File: src/quad_pkg.sv
package quad_pkg;

    ////////////////////
    // Pixel word geometry
    ////////////////////

    localparam int PIXEL_WIDTH = 16;

    // Four AWEs, two CEs each
    localparam int NUM_LANES = 8;

    localparam int WORD_WIDTH = PIXEL_WIDTH * NUM_LANES;

    ////////////////////
    // Prefetch buffer
    ////////////////////

    localparam int PFB_DEPTH = 64;
    localparam int PFB_ADDR_WIDTH = $clog2(PFB_DEPTH);

    // One extra bit so a full buffer is representable
    localparam int PFB_LEVEL_WIDTH = $clog2(PFB_DEPTH + 1);

    ////////////////////
    // Job parameters
    ////////////////////

    localparam int DIM_WIDTH = 9;
    localparam int JOB_PARAM_WIDTH = 128;

    // Field positions in job_parameters
    localparam int COLS_LSB = 0;
    localparam int ROWS_LSB = 9;

    ////////////////////
    // Types
    ////////////////////

    typedef logic [WORD_WIDTH-1:0] pixel_word_t;

    typedef logic [PFB_LEVEL_WIDTH-1:0] pfb_level_t;

    typedef logic [PFB_ADDR_WIDTH-1:0] pfb_addr_t;

    // Row length in words or row count
    typedef logic [DIM_WIDTH-1:0] dim_t;

    typedef logic [JOB_PARAM_WIDTH-1:0] job_param_t;

    // Job sequencing states
    typedef enum logic [2:0] {
        st_idle,
        st_prim_buffer,
        st_wait_pfb_load,
        st_active,
        st_job_done
    } job_state_e;

endpackage

File: src/pfb_rd_if.sv
interface pfb_rd_if import quad_pkg::*; ();

    logic        rd_en;
    pixel_word_t rd_data;
    logic        empty;
    pfb_level_t  level;

    // FIFO side, head word shown without a read
    modport buffer (
        input  rd_en,
        output rd_data,
        output empty,
        output level
    );

    modport sequencer (
        output rd_en,
        input  rd_data,
        input  empty,
        input  level
    );

endinterface

File: src/row_sequencer.sv
module row_sequencer import quad_pkg::*; (
    input  logic        clk_if,
    input  logic        rst,
    input  logic        job_start,
    input  job_param_t  job_parameters,
    output logic        job_accept,
    output logic        job_fetch_request,
    input  logic        job_fetch_ack,
    output logic        job_complete,
    input  logic        job_complete_ack,
    output logic        result_valid,
    input  logic        result_accept,
    output pixel_word_t result_data,
    pfb_rd_if.sequencer rd
);

    job_state_e state;

    // Job dimensions, latched at accept
    dim_t row_words;
    dim_t num_rows;

    dim_t col_cnt;
    dim_t row_cnt;

    logic last_word;
    logic last_row;
    logic row_loaded;

    ////////////////////
    // Parameter capture
    ////////////////////

    always_ff @(posedge clk_if) begin
        if (state == st_idle && job_start) begin
            row_words <= job_parameters[COLS_LSB +: DIM_WIDTH];
            num_rows  <= job_parameters[ROWS_LSB +: DIM_WIDTH];
        end
    end

    assign last_word  = (col_cnt == row_words - 1'b1);
    assign last_row   = (row_cnt == num_rows - 1'b1);

    // Whole row present in the buffer
    assign row_loaded = (dim_t'(rd.level) >= row_words);

    ////////////////////
    // Job state machine
    ////////////////////

    always_ff @(posedge clk_if) begin
        if (rst) begin
            state      <= st_idle;
            job_accept <= 1'b0;
            col_cnt    <= '0;
            row_cnt    <= '0;
        end else begin
            job_accept <= 1'b0;
            case (state)
                st_idle: begin
                    if (job_start) begin
                        job_accept <= 1'b1;
                        row_cnt    <= '0;
                        state      <= st_prim_buffer;
                    end
                end
                st_prim_buffer: begin
                    // Request drops on the edge after the ack
                    if (job_fetch_ack) begin
                        state <= st_wait_pfb_load;
                    end
                end
                st_wait_pfb_load: begin
                    if (row_loaded) begin
                        col_cnt <= '0;
                        state   <= st_active;
                    end
                end
                st_active: begin
                    if (rd.rd_en) begin
                        if (last_word) begin
                            col_cnt <= '0;
                            if (last_row) begin
                                state <= st_job_done;
                            end else begin
                                row_cnt <= row_cnt + 1'b1;
                                state   <= st_prim_buffer;
                            end
                        end else begin
                            col_cnt <= col_cnt + 1'b1;
                        end
                    end
                end
                st_job_done: begin
                    if (job_complete_ack) begin
                        state <= st_idle;
                    end
                end
                default: begin
                    state <= st_idle;
                end
            endcase
        end
    end

    ////////////////////
    // Outputs
    ////////////////////

    assign job_fetch_request = (state == st_prim_buffer);
    assign job_complete      = (state == st_job_done);

    // Head word held until accepted
    assign result_valid = (state == st_active) && !rd.empty;
    assign result_data  = rd.rd_data;
    assign rd.rd_en     = result_valid && result_accept;

    // A row must fit the buffer, else st_wait_pfb_load never exits
    assert property (@(posedge clk_if) disable iff (rst)
        state != st_idle |-> row_words != '0 && row_words <= DIM_WIDTH'(PFB_DEPTH))
        else $error("row length %0d outside 1..%0d", row_words, PFB_DEPTH);

    assert property (@(posedge clk_if) disable iff (rst)
        state inside {st_idle, st_prim_buffer, st_wait_pfb_load, st_active, st_job_done})
        else $error("job FSM in undefined state %0h", state);

endmodule

File: src/flat_wrapper.sv
// flat-port wrapper written by rule: the top's interface ports become plain ports
module row_sequencer_flat import quad_pkg::*;
  (clk_if, rst, job_start, job_parameters, job_accept, job_fetch_request, job_fetch_ack, job_complete, job_complete_ack, result_valid, result_accept, result_data, rd_rd_en, rd_rd_data, rd_empty, rd_level);
  pfb_rd_if rd_i ();
  input  logic clk_if;
  input  logic rst;
  input  logic job_start;
  input  job_param_t job_parameters;
  output logic job_accept;
  output logic job_fetch_request;
  input  logic job_fetch_ack;
  output logic job_complete;
  input  logic job_complete_ack;
  output logic result_valid;
  input  logic result_accept;
  output pixel_word_t result_data;
  output wire logic [$bits(rd_i.rd_en)-1:0] rd_rd_en;
  input wire logic [$bits(rd_i.rd_data)-1:0] rd_rd_data;
  input wire logic [$bits(rd_i.empty)-1:0] rd_empty;
  input wire logic [$bits(rd_i.level)-1:0] rd_level;
  assign rd_rd_en = rd_i.rd_en;
  assign rd_i.rd_data = rd_rd_data;
  assign rd_i.empty = rd_empty;
  assign rd_i.level = rd_level;
  row_sequencer u_core (.clk_if(clk_if), .rst(rst), .job_start(job_start), .job_parameters(job_parameters), .job_accept(job_accept), .job_fetch_request(job_fetch_request), .job_fetch_ack(job_fetch_ack), .job_complete(job_complete), .job_complete_ack(job_complete_ack), .result_valid(result_valid), .result_accept(result_accept), .result_data(result_data), .rd(rd_i));
endmodule
File: config.mk
export PLATFORM = sky130hd
export DESIGN_NAME = row_sequencer_flat
export DESIGN_NICKNAME = d
export VERILOG_FILES = /design/src/quad_pkg.sv /design/src/pfb_rd_if.sv /design/src/row_sequencer.sv /design/src/flat_wrapper.sv
export SDC_FILE = /design/constraint.sdc
export NUM_CORES = 1
export LEC_CHECK = 0
export ABC_CLOCK_PERIOD_IN_PS = 4550
export BUFFER_PORTS_ARGS = -buffer_cell sky130_fd_sc_hd__buf_2
export CORE_AREA = 5 5 153 155
export CTS_CLUSTER_DIAMETER = 200
export DETAILED_ROUTE_END_ITERATION = 10
export DIE_AREA = 0 0 158 160
export PLACE_DENSITY = 0.41
export SLEW_MARGIN = 20
export SYNTH_ARGS = -nofsm -noshare
export SYNTH_HDL_FRONTEND = slang
export SYNTH_SLANG_ARGS = --single-unit
File: constraint.sdc
create_clock -name clk_if -period 4.55 [get_ports clk_if]
set_input_delay 0.2275 -clock clk_if [delete_from_list [all_inputs] [get_ports clk_if]]
set_output_delay 0.2275 -clock clk_if [all_outputs]
set_load 0.01 [all_outputs]
==> run_results.csv <==
group,metric,value,unit
synth,seq_area_frac_synth,27.98,%
sta,finClkSkew,0.003034,ns
drt,wl_per_cell,23.73,um
critical_path,timing.setup.critical_path_class,"register to register",
die,floorplan.initialDensity,16.16,%
status,status,"finished, final reports clean",
grt,number_of_global_route_vias_before_repair,2366,
clocking,cts.repair_timing.setup_buffer_count,0,
synth,syn_nets,683,
clocking,cts_inserted_buffers,5,
die,fp.coreArea,21690,um^2
drt,drt_pre_antenna_iters,4,
synth,synth_top_cells_by_area,"buf_4 (27%), edfxtp_1 (15%), dfxtp_1 (13%)",
power_and_ir_drop,vdd.ir_drop.worst,0.0001295,V
sta,rsz0062_at_grt,"no",
grt,use_met1,7.304,%
hold_path,worstHoldPathType,"input pin to register",
synth,dominantRegCellSynth,"dfxtp_1",
critical_path,endpoint_kind,"register",
synth,synth_warnings,0,
synth,synth_edf_count,18,
drt,detail-route-antenna-nets,0,
placed_design,place_worst_setup_slack,1.510,ns
clocking,postCtsResizedCells,0,
grt,grt.total_usage,10.48,%
sta,final-setup-viol-count,0,
synth,per_instance_average_area_after_synthesis,8.721,um^2
sta,final_min_period_over_clock_period,68.18,%
cells_and_area,final_layout_size_suffix_gt1_share,17.68,%
placed_design,globalplace.congestion,0.8195,
grt,grt_antenna_before_repair,0,
clocking,cts.root.buffer_cell,"clkbuf_16",
die,design.portCount,403,
synth,syn_inst,402,
placed_design,dpl.cell_count,583,
drt,drt-initial-drc-count,143,
run,drv.max_cap_violation_count,0,
hold_path,timing.hold.worst_path_depth,1,
synth,synthMostInstantiatedCell,"buf_4",
power_and_ir_drop,design_power_total,0.001184,W
grt,first_pass_grt_wire_length,18.35,mm
die,rows,54,
critical_path,critPathRequiredTime,4.77,ns
grt,grt_util_met2,11.92,%
sta,slew_headroom,54.54,%
grt,globalRouteMet3Util,18.97,%
clocking,number_of_levels_the_h_tree_was_split_into,2,
synth,synth.ff_latch_count,40,
cells_and_area,antennaDiodeCount,0,
cells_and_area,area_delta_synth_final,-8.494,%
die,floorplan.die.height,160,um
cells_and_area,final_net_count,591,
critical_path,crit_fanout,15,
sta,worst-slew-pin-transition,0.6762,ns
grt,grt.busiest_layer,"met3",
power_and_ir_drop,power-per-cell-area,368.9,nW/um^2
clocking,tritoncts,"yes",
sta,timing.final.crit_period,3.102,ns
die,die_area,25280,um^2
sta,finalHoldViolations,0,
critical_path,critPathLaunchType,"register",
drt,vias_per_std_cell,3.954,
clocking,cts_max_path_bufs,2,
clocking,clk-insertion-delay-late,0.29,ns
clocking,clkSlewWorstSetupHoldPaths,0.06,ns
cells_and_area,multi_input_area,1478,um^2
synth,synth.top_cells.by_count,"buf_4 (128), nor2_1 (25), dfxtp_1 (22), nand2_1 (22), edfxtp_1 (18)",
synth,synth.lib_cells_used.distinct,61,
clocking,cts_num_sinks,40,
synth,synth_largest_type_area_fraction,27.41,%
sta,fmaxAchievable,322.4,MHz
drt,via_count,2337,
drt,postRouteWirelength,14.03,mm
synth,total_standard_cell_area_after_synthesis,3506,um^2
placed_design,numPortBuffers,36,
cells_and_area,nFillCells,2461,
critical_path,arrival,3.32,ns
clocking,cts_hold_buffers,0,
grt,grt.overflow.total,0,
synth,synth.largest_area_cell,"buf_4",
sta,fin_worst_hold_slack,0.1122,ns
synth,synthArstFlopShare,0,%
critical_path,reg2reg_depth,9,
grt,largest_net_degree_at_the_start_of_global_routing,24,
cells_and_area,fin_cells,591,
placed_design,post-dp-hpwl,12.35,mm
sta,slew_viol_final,0,
sta,fin_ws,1.448,ns
cells_and_area,regArea,980.9,um^2
power_and_ir_drop,power.static_leakage,1.144,nW
drt,post-route-drc-count,0,
sta,fin_setup_tns,0,ns
die,floorplan.die.width,158,um
-- path summary, 6_finish.rpt --
kind	slack (ns)	end	from
setup / recovery	1.45	u_core.row_cnt[6]$_SDFFE_PP0P_	u_core.row_words[0]$_DFFE_PP_
hold / removal	0.11	u_core.num_rows[8]$_DFFE_PP_	job_parameters[17]
setup reg to reg	1.45	u_core.row_cnt[6]$_SDFFE_PP0P_	u_core.row_words[0]$_DFFE_PP_
hold reg to reg	0.52	u_core.row_cnt[7]$_SDFFE_PP0P_	u_core.row_cnt[7]$_SDFFE_PP0P_
-- area by class of cell --
type                    instances  share of cell area [%]
clock inverters                 3                   1.170
inverters                      13                   1.521
multi-input cells             213                   46.06
well taps                     280                   10.92
flip-flops and latches         40                   30.58
repair buffers                 37                   5.850
clock buffers                   5                   3.900
-- cell usage in the layout, fill, tap and decap left out, types with 2 or more instances in the layout --
cell type and n:
nor3b_1 5, nand4_1 9, or3_1 2, nand2b_1 7, o311ai_0 2, nand2_1 22
a221o_1 3, xnor2_1 8, or4b_4 2, ha_1 11, o311ai_1 2, edfxtp_1 18
clkinv_1 2, o2111ai_1 2, o21ai_0 14, a21oi_1 9, or4b_1 2, inv_1 13
clkbuf_16 5, nand3b_1 4, nor3_1 4, dfxtp_1 22, nand3_1 5, or2_1 2
buf_2 36, o22ai_4 2, nor4b_1 3, nor4_1 7, and3_1 3, o211ai_1 3
nor2_1 25, a21o_1 3, xor2_1 16, or4_1 4, nor2b_1 6, o41ai_1 2
-- logic make-up (layout without fill, tap and decap cells) --
family,count (synthesis),in the layout,share of synthesized area (%)
AOI/OAI and AO/OA,53,53,11.21
xor gates and xnor gates,24,24,5.996
adders and majority gates,11,11,3.926
buffers and inverters,149,58,29.87
DFF,40,40,27.98
muxes,1,1,0.2855
and+or+nand+nor,124,124,20.74
-- power by group --
part / switching [W] / internal (W)
sequential: 0.0000598 / 0.000429
combinational: 0.000176 / 0.000119
clock: 0.000144 / 0.000255
total: 0.000380 / 0.000804
-- flip-flops by register name (all words and copies together), names as in the netlist --
name	cells
u_core.col_cnt	9
u_core.state	3
u_core.row_cnt	9
u_core.row_words	9
u_core.job_accept	1
u_core.num_rows	9
-- layer usage --
layer,up-vias,routed length [um]
met3,61,5552
met1,1035,3154
met5,-,0
met2,143,4681
met4,0,639
li1,1098,-
-- per-stage QoR --
stage | cell area [um^2] | util, %
finish | 3208 | 14.79
global route | 3208 | 14.79
global placement | 3045 | 14.04
floorplan | 3506 | -
CTS | 3208 | 14.79
detailed placement | 3045 | 14.04
-- critical path, stage by stage (launching register included) --
cell	delay, ns
edfxtp_1	0.46
inv_1	0.09
ha_1	0.24
or4b_4	0.52
nor4_2	0.27
a311o_2	0.14
a31oi_1	0.09
o31a_1	0.51
or4b_1	0.56
a21oi_1	0.15
Note: power is estimated with default switching activity, not from simulation.
